--- src/cnn_pkg.sv ---
package cnn_pkg;

  //////////////////////////////////////////////////////////////////////
  // Register map of the AXI4-Lite slave
  //////////////////////////////////////////////////////////////////////

  // Byte offsets in the 4-bit address space
  typedef enum logic [3:0] {
    // Bit 0 enable, bit 1 write-one status clear
    REG_CTRL   = 4'h0,
    // Leaky shift in bits 2..0
    REG_LEAKY  = 4'h4,
    // Signed Q8.8 scale in bits 15..0
    REG_SCALE  = 4'h8,
    // Bit 0 sticky FIFO overflow, read only
    REG_STATUS = 4'hC
  } reg_addr_e;

  // AXI response codes in use
  typedef enum logic [1:0] {
    RESP_OKAY   = 2'b00,
    RESP_SLVERR = 2'b10
  } axi_resp_e;

  //////////////////////////////////////////////////////////////////////
  // Fixed-point constants
  //////////////////////////////////////////////////////////////////////

  // Scale is Q8.8
  localparam int SCALE_WIDTH     = 16;
  localparam int SCALE_FRAC_BITS = 8;

  // Leaky shift amount, 0..7
  localparam int SHIFT_WIDTH     = 3;

endpackage

--- src/cnn_csr_axil.sv ---
`timescale 1ns/1ps

module cnn_csr_axil import cnn_pkg::*; (
  input  logic                          clk,
  input  logic                          reset,
  // Write address and data
  input  logic [3:0]                    s_awaddr,
  input  logic                          s_awvalid,
  output logic                          s_awready,
  input  logic [31:0]                   s_wdata,
  input  logic [3:0]                    s_wstrb,
  input  logic                          s_wvalid,
  output logic                          s_wready,
  // Write response
  output logic [1:0]                    s_bresp,
  output logic                          s_bvalid,
  input  logic                          s_bready,
  // Read address and data
  input  logic [3:0]                    s_araddr,
  input  logic                          s_arvalid,
  output logic                          s_arready,
  output logic [31:0]                   s_rdata,
  output logic [1:0]                    s_rresp,
  output logic                          s_rvalid,
  input  logic                          s_rready,
  // Datapath side
  input  logic                          fifo_overflow,
  output logic                          enable,
  output logic [SHIFT_WIDTH-1:0]        leaky_shift,
  output logic signed [SCALE_WIDTH-1:0] scale,
  output logic                          status_clear
);

  typedef enum logic [1:0] {W_IDLE, W_ACCEPT, W_RESP} wr_state_e;
  typedef enum logic [1:0] {R_IDLE, R_ACCEPT, R_RESP} rd_state_e;

  wr_state_e   wr_state;
  rd_state_e   rd_state;
  logic [31:0] wr_cur;
  logic [31:0] wr_merge;

  // Byte-lane merge of write data into the current word
  function automatic logic [31:0] apply_strb(input logic [31:0] cur,
                                             input logic [31:0] wd,
                                             input logic [3:0]  strb);
    logic [31:0] res;
    res = cur;
    for (int i = 0; i < 4; i++) begin
      if (strb[i]) begin
        res[i*8 +: 8] = wd[i*8 +: 8];
      end
    end
    return res;
  endfunction

  // Current contents of the addressed register, seen as a 32-bit word
  always_comb begin
    case (reg_addr_e'(s_awaddr))
      REG_CTRL:  wr_cur = {31'd0, enable};
      REG_LEAKY: wr_cur = {{(32-SHIFT_WIDTH){1'b0}}, leaky_shift};
      REG_SCALE: wr_cur = {{(32-SCALE_WIDTH){1'b0}}, scale};
      default:   wr_cur = 32'd0;
    endcase
  end

  // Clear bit of CTRL always reads back as 0, so it only pulses on a 1
  assign wr_merge = apply_strb(wr_cur, s_wdata, s_wstrb);

  //////////////////////////////////////////////////////////////////////
  // Write channel
  //////////////////////////////////////////////////////////////////////

  always_ff @(posedge clk) begin
    if (reset) begin
      wr_state     <= W_IDLE;
      s_awready    <= 1'b0;
      s_wready     <= 1'b0;
      s_bvalid     <= 1'b0;
      s_bresp      <= RESP_OKAY;
      enable       <= 1'b0;
      leaky_shift  <= '0;
      scale        <= '0;
      status_clear <= 1'b0;
    end else begin
      status_clear <= 1'b0;
      case (wr_state)
        W_IDLE: begin
          // Address and data taken together, one response at a time
          if (s_awvalid && s_wvalid) begin
            s_awready <= 1'b1;
            s_wready  <= 1'b1;
            wr_state  <= W_ACCEPT;
          end
        end
        W_ACCEPT: begin
          // Handshake completes in this cycle
          s_awready <= 1'b0;
          s_wready  <= 1'b0;
          s_bvalid  <= 1'b1;
          s_bresp   <= RESP_OKAY;
          wr_state  <= W_RESP;
          case (reg_addr_e'(s_awaddr))
            REG_CTRL: begin
              enable       <= wr_merge[0];
              status_clear <= wr_merge[1];
            end
            REG_LEAKY: leaky_shift <= wr_merge[SHIFT_WIDTH-1:0];
            REG_SCALE: scale       <= wr_merge[SCALE_WIDTH-1:0];
            // Status is read only
            REG_STATUS: s_bresp <= RESP_SLVERR;
            default:    s_bresp <= RESP_SLVERR;
          endcase
        end
        W_RESP: begin
          // Hold response until the master takes it
          if (s_bready) begin
            s_bvalid <= 1'b0;
            wr_state <= W_IDLE;
          end
        end
        default: wr_state <= W_IDLE;
      endcase
    end
  end

  //////////////////////////////////////////////////////////////////////
  // Read channel
  //////////////////////////////////////////////////////////////////////

  always_ff @(posedge clk) begin
    if (reset) begin
      rd_state  <= R_IDLE;
      s_arready <= 1'b0;
      s_rvalid  <= 1'b0;
      s_rresp   <= RESP_OKAY;
      s_rdata   <= 32'd0;
    end else begin
      case (rd_state)
        R_IDLE: begin
          if (s_arvalid) begin
            s_arready <= 1'b1;
            rd_state  <= R_ACCEPT;
          end
        end
        R_ACCEPT: begin
          s_arready <= 1'b0;
          s_rvalid  <= 1'b1;
          s_rresp   <= RESP_OKAY;
          rd_state  <= R_RESP;
          case (reg_addr_e'(s_araddr))
            REG_CTRL:   s_rdata <= {31'd0, enable};
            REG_LEAKY:  s_rdata <= {{(32-SHIFT_WIDTH){1'b0}}, leaky_shift};
            // Scale reads back zero-extended
            REG_SCALE:  s_rdata <= {{(32-SCALE_WIDTH){1'b0}}, scale};
            REG_STATUS: s_rdata <= {31'd0, fifo_overflow};
            default: begin
              s_rdata <= 32'd0;
              s_rresp <= RESP_SLVERR;
            end
          endcase
        end
        R_RESP: begin
          if (s_rready) begin
            s_rvalid <= 1'b0;
            rd_state <= R_IDLE;
          end
        end
        default: rd_state <= R_IDLE;
      endcase
    end
  end

endmodule

--- src/line_buffer.sv ---
`timescale 1ns/1ps

module line_buffer #(
  parameter int DEPTH     = 64,
  parameter int DIN_WIDTH = 16
) (
  input  logic                 clk,
  input  logic                 reset,
  input  logic                 wr_en,
  input  logic [DIN_WIDTH-1:0] data_in,
  input  logic                 rd_en,
  input  logic                 status_clear,
  output logic [DIN_WIDTH-1:0] data_out,
  output logic                 valid_out,
  output logic                 empty,
  output logic                 overflow
);

  localparam int PTR_W = (DEPTH > 1) ? $clog2(DEPTH) : 1;
  localparam int CNT_W = $clog2(DEPTH + 1);

  logic [DIN_WIDTH-1:0] mem [DEPTH];
  logic [PTR_W-1:0]     wr_ptr;
  logic [PTR_W-1:0]     rd_ptr;
  logic [CNT_W-1:0]     count;
  logic                 full;
  logic                 do_wr;
  logic                 do_rd;

  assign empty = (count == '0);
  assign full  = (count == CNT_W'(DEPTH));
  // Writes into a full buffer are lost
  assign do_wr = wr_en && !full;
  assign do_rd = rd_en && !empty;

  // Storage and read data, no reset
  always_ff @(posedge clk) begin
    if (do_wr) begin
      mem[wr_ptr] <= data_in;
    end
    if (do_rd) begin
      data_out <= mem[rd_ptr];
    end
  end

  //////////////////////////////////////////////////////////////////////
  // Pointers, count, status
  //////////////////////////////////////////////////////////////////////

  always_ff @(posedge clk) begin
    if (reset) begin
      wr_ptr    <= '0;
      rd_ptr    <= '0;
      count     <= '0;
      valid_out <= 1'b0;
      overflow  <= 1'b0;
    end else begin
      // Read data valid one cycle after the read
      valid_out <= do_rd;
      if (do_wr) begin
        wr_ptr <= (wr_ptr == PTR_W'(DEPTH - 1)) ? '0 : wr_ptr + 1'b1;
      end
      if (do_rd) begin
        rd_ptr <= (rd_ptr == PTR_W'(DEPTH - 1)) ? '0 : rd_ptr + 1'b1;
      end
      count <= count + CNT_W'(do_wr) - CNT_W'(do_rd);
      // Sticky until cleared from the CSR block
      if (status_clear) begin
        overflow <= 1'b0;
      end else if (wr_en && full) begin
        overflow <= 1'b1;
      end
    end
  end

endmodule

--- src/cnn_leaky_relu.sv ---
`timescale 1ns/1ps

module cnn_leaky_relu import cnn_pkg::*; #(
  parameter int DATA_WIDTH = 16
) (
  input  logic                         clk,
  input  logic                         reset,
  input  logic                         valid_in,
  input  logic signed [DATA_WIDTH-1:0] data_in,
  input  logic [SHIFT_WIDTH-1:0]       leaky_shift,
  output logic                         valid_out,
  output logic signed [DATA_WIDTH-1:0] data_out
);

  logic signed [DATA_WIDTH-1:0] relu;

  // Negative slope of 2^-leaky_shift
  always_comb begin
    if (data_in[DATA_WIDTH-1]) begin
      relu = data_in >>> leaky_shift;
    end else begin
      relu = data_in;
    end
  end

  //////////////////////////////////////////////////////////////////////
  // Output stage, single cycle
  //////////////////////////////////////////////////////////////////////

  always_ff @(posedge clk) begin
    if (reset) begin
      valid_out <= 1'b0;
    end else begin
      valid_out <= valid_in;
    end
  end

  // Pixel register
  always_ff @(posedge clk) begin
    if (valid_in) begin
      data_out <= relu;
    end
  end

endmodule

--- src/cnn_pointwise_scale.sv ---
`timescale 1ns/1ps

module cnn_pointwise_scale import cnn_pkg::*; #(
  parameter int DATA_WIDTH = 16
) (
  input  logic                          clk,
  input  logic                          reset,
  input  logic                          valid_in,
  input  logic signed [DATA_WIDTH-1:0]  data_in,
  input  logic signed [SCALE_WIDTH-1:0] scale,
  output logic                          valid_out,
  output logic signed [DATA_WIDTH-1:0]  data_out
);

  // One guard bit above the full product
  localparam int PROD_W = DATA_WIDTH + SCALE_WIDTH + 1;

  localparam logic signed [PROD_W-1:0] ROUND_HALF = 1 << (SCALE_FRAC_BITS - 1);
  localparam logic signed [PROD_W-1:0] SAT_MAX =
    {{(PROD_W - DATA_WIDTH + 1){1'b0}}, {(DATA_WIDTH - 1){1'b1}}};
  localparam logic signed [PROD_W-1:0] SAT_MIN =
    {{(PROD_W - DATA_WIDTH + 1){1'b1}}, {(DATA_WIDTH - 1){1'b0}}};

  logic signed [PROD_W-1:0] prod;
  logic signed [PROD_W-1:0] rounded;
  logic signed [PROD_W-1:0] shifted;
  logic signed [PROD_W-1:0] sat;

  // Full-width product, then round half up
  always_comb begin
    prod    = data_in * scale;
    rounded = prod + ROUND_HALF;
    shifted = rounded >>> SCALE_FRAC_BITS;
    // Clamp to the pixel range
    if (shifted > SAT_MAX) begin
      sat = SAT_MAX;
    end else if (shifted < SAT_MIN) begin
      sat = SAT_MIN;
    end else begin
      sat = shifted;
    end
  end

  always_ff @(posedge clk) begin
    if (reset) begin
      valid_out <= 1'b0;
    end else begin
      valid_out <= valid_in;
    end
  end

  always_ff @(posedge clk) begin
    if (valid_in) begin
      data_out <= sat[DATA_WIDTH-1:0];
    end
  end

endmodule

--- src/cnn_concat_2in.sv ---
`timescale 1ns/1ps

module cnn_concat_2in #(
  parameter int DATA_WIDTH = 16
) (
  input  logic                         clk,
  input  logic                         reset,
  input  logic                         valid_in_no1,
  input  logic signed [DATA_WIDTH-1:0] in_no1,
  input  logic                         fifo_empty,
  input  logic                         fifo_valid,
  input  logic signed [DATA_WIDTH-1:0] fifo_data,
  output logic                         fifo_rd,
  output logic signed [DATA_WIDTH-1:0] out,
  output logic                         valid_out,
  output logic                         out_channel
);

  logic                         skid_valid;
  logic signed [DATA_WIDTH-1:0] skid_data;
  logic                         in_flight;
  logic                         fwd_fifo;

  // A returned FIFO pixel goes out only when branch one is idle
  assign fwd_fifo = !valid_in_no1 && (skid_valid || fifo_valid);
  // Next read only once the previous pixel is leaving this cycle
  assign fifo_rd  = !valid_in_no1 && !fifo_empty && (!in_flight || fwd_fifo);

  //////////////////////////////////////////////////////////////////////
  // Control, branch one first
  //////////////////////////////////////////////////////////////////////

  always_ff @(posedge clk) begin
    if (reset) begin
      valid_out   <= 1'b0;
      out_channel <= 1'b0;
      skid_valid  <= 1'b0;
      in_flight   <= 1'b0;
    end else begin
      valid_out   <= valid_in_no1 || fwd_fifo;
      out_channel <= fwd_fifo;
      // FIFO data landing on a busy branch-one cycle waits in the skid
      if (valid_in_no1 && fifo_valid) begin
        skid_valid <= 1'b1;
      end else if (!valid_in_no1) begin
        skid_valid <= 1'b0;
      end
      if (fifo_rd) begin
        in_flight <= 1'b1;
      end else if (fwd_fifo) begin
        in_flight <= 1'b0;
      end
    end
  end

  // Output mux and skid data
  always_ff @(posedge clk) begin
    if (valid_in_no1) begin
      out <= in_no1;
    end else if (skid_valid) begin
      out <= skid_data;
    end else if (fifo_valid) begin
      out <= fifo_data;
    end
    if (valid_in_no1 && fifo_valid) begin
      skid_data <= fifo_data;
    end
  end

endmodule

--- src/cnn_route_top.sv ---
`timescale 1ns/1ps

module cnn_route_top import cnn_pkg::*; #(
  parameter int DATA_WIDTH   = 16,
  parameter int FRAME_PIXELS = 64
) (
  input  logic                         clk,
  input  logic                         reset,
  input  logic [3:0]                   s_awaddr,
  input  logic                         s_awvalid,
  output logic                         s_awready,
  input  logic [31:0]                  s_wdata,
  input  logic [3:0]                   s_wstrb,
  input  logic                         s_wvalid,
  output logic                         s_wready,
  output logic [1:0]                   s_bresp,
  output logic                         s_bvalid,
  input  logic                         s_bready,
  input  logic [3:0]                   s_araddr,
  input  logic                         s_arvalid,
  output logic                         s_arready,
  output logic [31:0]                  s_rdata,
  output logic [1:0]                   s_rresp,
  output logic                         s_rvalid,
  input  logic                         s_rready,
  input  logic                         pix_valid,
  input  logic signed [DATA_WIDTH-1:0] pix_data,
  output logic                         out_valid,
  output logic signed [DATA_WIDTH-1:0] out_data,
  output logic                         out_channel
);

  logic                         enable;
  logic [SHIFT_WIDTH-1:0]       leaky_shift;
  logic signed [SCALE_WIDTH-1:0] scale;
  logic                         status_clear;
  logic                         fifo_overflow;
  logic                         pix_gated;
  // Branch outputs
  logic                         relu_valid;
  logic signed [DATA_WIDTH-1:0] relu_data;
  logic                         scale_valid;
  logic signed [DATA_WIDTH-1:0] scale_data;
  // FIFO to concat
  logic                         fifo_rd;
  logic                         fifo_empty;
  logic                         fifo_valid;
  logic [DATA_WIDTH-1:0]        fifo_data;

  // Pixels dropped while disabled
  assign pix_gated = pix_valid && enable;

  cnn_csr_axil u_csr (
    .clk, .reset,
    .s_awaddr, .s_awvalid, .s_awready, .s_wdata, .s_wstrb, .s_wvalid, .s_wready,
    .s_bresp, .s_bvalid, .s_bready,
    .s_araddr, .s_arvalid, .s_arready, .s_rdata, .s_rresp, .s_rvalid, .s_rready,
    .fifo_overflow, .enable, .leaky_shift, .scale, .status_clear
  );

  //////////////////////////////////////////////////////////////////////
  // Branches, both one cycle
  //////////////////////////////////////////////////////////////////////

  cnn_leaky_relu #(.DATA_WIDTH(DATA_WIDTH)) u_relu (
    .clk, .reset,
    .valid_in (pix_gated),  .data_in  (pix_data), .leaky_shift,
    .valid_out(relu_valid), .data_out (relu_data)
  );

  cnn_pointwise_scale #(.DATA_WIDTH(DATA_WIDTH)) u_scale (
    .clk, .reset,
    .valid_in (pix_gated),   .data_in  (pix_data), .scale,
    .valid_out(scale_valid), .data_out (scale_data)
  );

  // Branch two waits here for branch-one idle cycles
  line_buffer #(.DEPTH(FRAME_PIXELS), .DIN_WIDTH(DATA_WIDTH)) u_line_buffer (
    .clk, .reset,
    .wr_en   (scale_valid), .data_in  (scale_data),
    .rd_en   (fifo_rd),     .status_clear,
    .data_out(fifo_data),   .valid_out(fifo_valid),
    .empty   (fifo_empty),  .overflow (fifo_overflow)
  );

  cnn_concat_2in #(.DATA_WIDTH(DATA_WIDTH)) u_concat (
    .clk, .reset,
    .valid_in_no1(relu_valid), .in_no1   (relu_data),
    .fifo_empty, .fifo_valid,  .fifo_data(fifo_data), .fifo_rd,
    .out         (out_data),   .valid_out(out_valid), .out_channel
  );

endmodule

--- config.mk ---
export PLATFORM = sky130hd
export DESIGN_NAME = cnn_route_top
export DESIGN_NICKNAME = d
export VERILOG_FILES = /design/src/cnn_pkg.sv /design/src/cnn_csr_axil.sv /design/src/line_buffer.sv /design/src/cnn_leaky_relu.sv /design/src/cnn_pointwise_scale.sv /design/src/cnn_concat_2in.sv /design/src/cnn_route_top.sv
export SDC_FILE = /design/constraint.sdc
export NUM_CORES = 2
export LEC_CHECK = 0
export ABC_AREA = 1
export ABC_CLOCK_PERIOD_IN_PS = 17700
export BUFFER_PORTS_ARGS = -buffer_cell sky130_fd_sc_hd__buf_2
export CAP_MARGIN = 20
export CORE_MARGIN = 2
export CORE_UTILIZATION = 41
export DETAILED_ROUTE_END_ITERATION = 16
export PLACE_DENSITY = 0.56
export SYNTH_ARGS = -nofsm -noshare
export SYNTH_HDL_FRONTEND = slang
export SYNTH_HIERARCHICAL = 1
export SYNTH_SLANG_ARGS = --single-unit
--- constraint.sdc ---
create_clock -name clk -period 17.7 [get_ports clk]
set_clock_uncertainty 0.1 [all_clocks]
set_input_delay 0.885 -clock clk [delete_from_list [all_inputs] [get_ports clk]]
set_output_delay 0.885 -clock clk [all_outputs]
set_load 0.01 [all_outputs]
# == Word-level counts from Yosys, hierarchy flattened ==
# Memory sizes are Yosys's and may differ from the RTL's. A register that Yosys moved wholly into a read port is not among the register bits.
# Index checks and enable logic that the tools add are counted.
# totals
mem_bits_rw,1024
in_bits,68
reg_bits,155
mem_count,1
# op_classes
reduce_logical,42
n_addsub,5
shift,1
bitwise_logic,2
n_lt_le_gt_ge,2
mul,1
n_eq_ne,19
n_mux,33
# memory_table
memory,words,width,rd,rd_clocked_by_memory_dff,wr,line_no,source
u_line_buffer.mem,64,16,1,1,1,line_buffer.sv:22,logic [DIN_WIDTH-1:0] mem [DEPTH];
# ops
cell,n
two-way mux 16 bit,4
one-hot mux 16 bit (4 select lines),1
"adder 32 x 9 -> 33 bit, second input constant",1
multiplier 16 x 16 -> 32 bit,1
one-hot mux 16 bit (2 select lines),1
"greater-than comparator 25 x 16 -> 1 bit, second input constant",1
"< comparator 25 x 16 -> 1 bit, second input constant",1
AND reduction 2 bit,9
two-way mux 8 bit,2
>>> shifter 16 x 3 -> 16 bit,1
two-way mux 15 bit,1
"adder 6 x 1 -> 6 bit, second input constant",2
"== test 4 bit, second input constant",3
"== test 6 bit, second input constant",2
two-way mux 2 bit,6
two-way mux 6 bit,2
one-hot mux 2 bit (3 select lines),2
two-way mux 1 bit,10
"!= test 2 bit, second input constant",5
nonzero test 2 bit,5
logical AND 1 bit,9
"== test 4 x 3 -> 1 bit, second input constant",2
zero test 4 bit,2
one-hot mux 1 bit (2 select lines),4
16 further kinds,28

# == Longest topological paths before layout ==
# depth
word_depth,6
mapped_depth,36
depth_no_buf,33

# == Modules after synthesis ==
# The synthesis kept the hierarchy.
# modules_own_cells
mod,n_inst,cells_per_inst,area_each_um2
line_buffer,1,4246,44844.3
cnn_pointwise_scale,1,1558,11747.5
cnn_csr_axil,1,261,2028.2
cnn_concat_2in,1,121,1473.9
cnn_leaky_relu,1,158,1192.4
cnn_route_top,1,2,7.5

# == Least setup slack after synthesis ==
# No wires, ideal clock.
# synth_timing
path_type,input to register
from,input port pix_data[15]
to,"register u_scale.data_out[10], data pin"
cell_stages,31
path_slack_ps,10858
arrival_ps,6491
setup_ps,251
n_path_buf,2
path_cell_list,clkbuf_1 nand2_1 inv_1 fa_1 inv_1 fa_1 inv_1 fa_1 inv_1 fa_1 inv_1 fa_1 inv_1 fa_1 inv_1 ha_1 nand2_1 inv_1 nand2_1 nor2_1 nand3_1 o21bai_1 nand3_1 nand2_1 inv_1 nand2_1 nor2_1 nand3_1 nand2_4 buf_12 nand2_2
# synth_via
elab_chain_len,4
# synth_rtl
element,line_no,source
"start, declared",cnn_route_top.sv:27,"input logic signed [DATA_WIDTH-1:0] pix_data,"
multiplier 16 x 16 -> 32 bit *,cnn_pointwise_scale.sv:31,prod = data_in * scale;
adder 32 x 9 -> 33 bit *,cnn_pointwise_scale.sv:32,rounded = prod + ROUND_HALF;
< comparator 25 x 16 -> 1 bit,cnn_pointwise_scale.sv:37,end else if (shifted < SAT_MIN) begin
two-way mux 16 bit,cnn_pointwise_scale.sv:37,
"end signal, assigned",cnn_pointwise_scale.sv:54,data_out <= sat[DATA_WIDTH-1:0];
"end, declared",cnn_pointwise_scale.sv:12,output logic signed [DATA_WIDTH-1:0] data_out
# Every way passes the cells marked *; elsewhere a longest branch is shown, timed or not.
# A chain may end at the register's enable or synchronous reset.

# == Worst setup path after layout ==
# layout_timing
from,register u_csr.scale[10]
to,"register u_scale.data_out[1], data pin"
# layout_via
elab_chain_len,4
# layout_rtl
element,line_no,source
"start, declared",cnn_csr_axil.sv:30,"output logic signed [SCALE_WIDTH-1:0] scale,"
"start signal, assigned",cnn_csr_axil.sv:108,REG_SCALE: scale <= wr_merge[SCALE_WIDTH-1:0];
multiplier 16 x 16 -> 32 bit *,cnn_pointwise_scale.sv:31,
adder 32 x 9 -> 33 bit *,cnn_pointwise_scale.sv:32,
< comparator 25 x 16 -> 1 bit,cnn_pointwise_scale.sv:37,
two-way mux 16 bit,cnn_pointwise_scale.sv:37,
# Marked as above.

==> results.toml <==
[synth]
synth.yosys.seq_area_share_pct = 56.5
synth_top_flop_cell = "sky130_fd_sc_hd__edfxtp_1"
ys_warn_count = 6
yosys.area.top_type_share_pct = 54.1
synth.distinct_cells = 55
synth_area_per_cell_um2 = 9.66
synthesis.area_um2 = 61300
async_flop_share_pct = 0
post-synth-top-area-cell = "sky130_fd_sc_hd__edfxtp_1"
synth.top_cells.by_count = "sky130_fd_sc_hd__nand2_1, sky130_fd_sc_hd__edfxtp_1, sky130_fd_sc_hd__inv_1, sky130_fd_sc_hd__nand3_1, sky130_fd_sc_hd__nor2_1"
synth-edff-count = 1104
synth.ff_latch_count = 1178
synthMostInstantiatedCell = "sky130_fd_sc_hd__nand2_1"
ys_top_cells_by_area = "sky130_fd_sc_hd__edfxtp_1, sky130_fd_sc_hd__nand2_1, sky130_fd_sc_hd__fa_1"
synth_cells = 6346

[worst_setup_path]
worst_setup_path_start_kind = "flop"
timing.critical_path.max_delay_family = "adder cells"
critPathArrivalTime_ns = 7.49
path_class = "reg2reg"
cpPeakStageDelay_ns = 0.94
critPathMostFrequentCell = "sky130_fd_sc_hd__inv_1"
crit_slowest_cell = "sky130_fd_sc_hd__dfxtp_1"
end_kind = "flop"
critical_path.max_fanout = 18
critical_path.n_buffers_inverters = 7
critical_path_data_required_time_ns = 18.07

[cts]
cts-root-to-sink-buffers = 3
clock_root_buffer = "sky130_fd_sc_hd__clkbuf_16"
clock_slew_seen_by_the_registers_of_the_worst_setup_and_hold_paths_ns = 0.06
number_of_h_tree_levels = 3
cts.repair_timing.setup_buffer_count = 0
cts_buffers = 119
cts_sinks = 1178
postCtsHoldBufs = 0
clock_insertion_delay_worst_skew_ns = 0.74
cts_tree = "done"
post_cts.resized_instances = 0

[global_routing]
antenna_found_initial = 2
grt_pass1_wl_mm = 244
grt_start_max_net_pins = 183
global_route.overflow_total = 0
grt_pass1_vias = 40504
grt_use_total_pct = 20.8

[finish]
area_delta_synth_final_pct = 10.0
num_antenna_cells = 0
final_net_count = 6805
design_area_um2 = 67500
post_route_cells_drive_above_1_share_pct = 7.33

[sta]
period_share_pct = 40.2
total_count_of_max_transition_violations_in_the_final_report = 0
worst_pin_slew_ns = 1.10
max_freq_ghz = 0.141
timing.final.setup_violations = 0
final-hold-violation-count = 0
max-slew-margin-rel_pct = 26.7
rsz0062_at_grt = "no"
final.hold.worst_slack_ns = 0.252
period_needed_ns = 7.12
tns_ns = 0

[floorplan]
floorplan.initialDensity_pct = 41.4
floorplan.die.height_um = 391
dieWidth_um = 391
core_area_um2 = 148000
top_level_ports = 127
die_area_um2 = 153000
fp-row-count = 141

[place]
detailed_place_hpwl_mm = 95.7
postPlaceCellArea_um2 = 63600
placement.io_buffers = 90
gpl.final_weighted_congestion = 0.870

[min_path]
worst_hold_path_type = "in2reg"

[detailed_routing]
vias = 41966
wl_per_cell_um = 18.9
drtPass1Iterations = 6
drt_drc_violations_left = 0
post_drt_antenna_nets = 0
viasPerCell = 4.99
drt-initial-drc-count = 3487
drt-total-wl_mm = 159

[power_and_ir_drop]
cellLeakagePower_nw = 29.6
worst_ir_drop_vdd_uv = 105
power_per_cell_area_nw_per_um2 = 108

[run_status]
outcome = "complete, no violations"

[flow_run]
cap_viol_max_count = 0
==> registers in the layout, indices dropped and copies added (netlist names), 7 cells and up <==
register,flops
u_relu/data_out,16
u_line_buffer/data_out,16
u_scale/data_out,16
u_concat/out,16
u_concat/skid_data,16
u_line_buffer/mem,1024
u_csr/scale,16
u_line_buffer/count,7
u_csr/s_rdata,16
==> metrics by stage <==
stage / cells / setup WS (ns) / total power, mW / util, %
CTS: 8410 / 10.56 / 7.35 / 45.6
detailed placement: 8187 / 9.92 / 4.90 / 43.0
finish: 8412 / 10.58 / 7.31 / 45.6
floorplan: 6363 / 10.86 / 4.39 / -
global placement: 8187 / 9.95 / 4.89 / 43.0
global route: 8412 / 10.13 / 7.66 / 45.6
==> where the power goes <==
group / internal, mW / switching (mW) / leakage (nW)
registers: 3.09 / 0.0679 / 10.5
logic: 0.469 / 1.23 / 17.1
clock network: 1.38 / 1.07 / 1.87
==> final cells by class <==
| type | instances | area [um2] |
|---|---|---|
| flip-flops and latches | 1178 | 34600 |
| clock inverters | 71 | 588 |
| multi-input cells | 3804 | 21200 |
| clock buffers | 152 | 3200 |
| repair buffers | 209 | 1380 |
| fillers | 13873 | 80600 |
| well taps | 1930 | 2410 |
| inverters | 1068 | 4050 |
==> cells by family (layout without fill, tap and decap cells) <==
| logic type | Yosys count | after routing | share of synthesized area [%] |
|---|---|---|---|
| adder cells (fa/ha/maj) | 357 | 357 | 10.6 |
| other | 1 | 18 | 0.00612 |
| AO/OA/AOI/OAI | 362 | 362 | 3.06 |
| XOR/XNOR | 28 | 28 | 0.443 |
| buffers and inverters | 1381 | 1500 | 9.08 |
| AND/OR/NAND/NOR | 3039 | 3039 | 20.3 |
| flip-flops | 1178 | 1178 | 56.5 |
==> final timing paths <==
kind,start,end,slack (ns),cells after the start
worst max-delay path,u_csr/scale[10],u_scale/data_out[1],10.58,27
worst min register to register,u_csr/status_clear,u_line_buffer/overflow,0.29,1
worst min-delay path,s_rready,u_csr/s_rvalid,0.25,2
worst max register to register,u_csr/scale[10],u_scale/data_out[1],10.58,27
==> placed cells by master (no fill, tap or decap), types with 8 or more instances in the layout <==
master                      Yosys  routed
sky130_fd_sc_hd__fa_1         268     268
sky130_fd_sc_hd__buf_2         98      90
sky130_fd_sc_hd__ha_1          89      89
sky130_fd_sc_hd__a21oi_1      133     133
sky130_fd_sc_hd__nor3_1         9       8
sky130_fd_sc_hd__clkbuf_1     137      24
sky130_fd_sc_hd__clkinv_2       0      27
sky130_fd_sc_hd__buf_4         34     116
sky130_fd_sc_hd__edfxtp_1    1104    1104
sky130_fd_sc_hd__nand2_1     1856    1856
sky130_fd_sc_hd__xor2_1        13      13
sky130_fd_sc_hd__or2_2         17      17
sky130_fd_sc_hd__xnor2_1       13      13
sky130_fd_sc_hd__nand3_1      595     595
sky130_fd_sc_hd__nor2_1       493     489
sky130_fd_sc_hd__clkinv_1       3      26
sky130_fd_sc_hd__nand4_1       17      17
sky130_fd_sc_hd__o21ai_1       13      13
sky130_fd_sc_hd__clkbuf_16      0     120
sky130_fd_sc_hd__o21ai_0      200     200
sky130_fd_sc_hd__nand2_2       29      29
sky130_fd_sc_hd__clkbuf_8       0       8
sky130_fd_sc_hd__inv_1       1051    1048
sky130_fd_sc_hd__conb_1         1      18
sky130_fd_sc_hd__dfxtp_1       74      71
==> routing by layer <==
metal	GRT usage [%]	wire (um)	share of wire, %	up-vias
met4	5.17	3450	2.2	2
met2	33.7	74500	47	1201
met1	29.5	71500	45	20452
li1	-	-	-	20106
met5	0	20	0.013	-
met3	2.95	9390	5.9	205
Note: power is estimated with default switching activity, not from simulation.
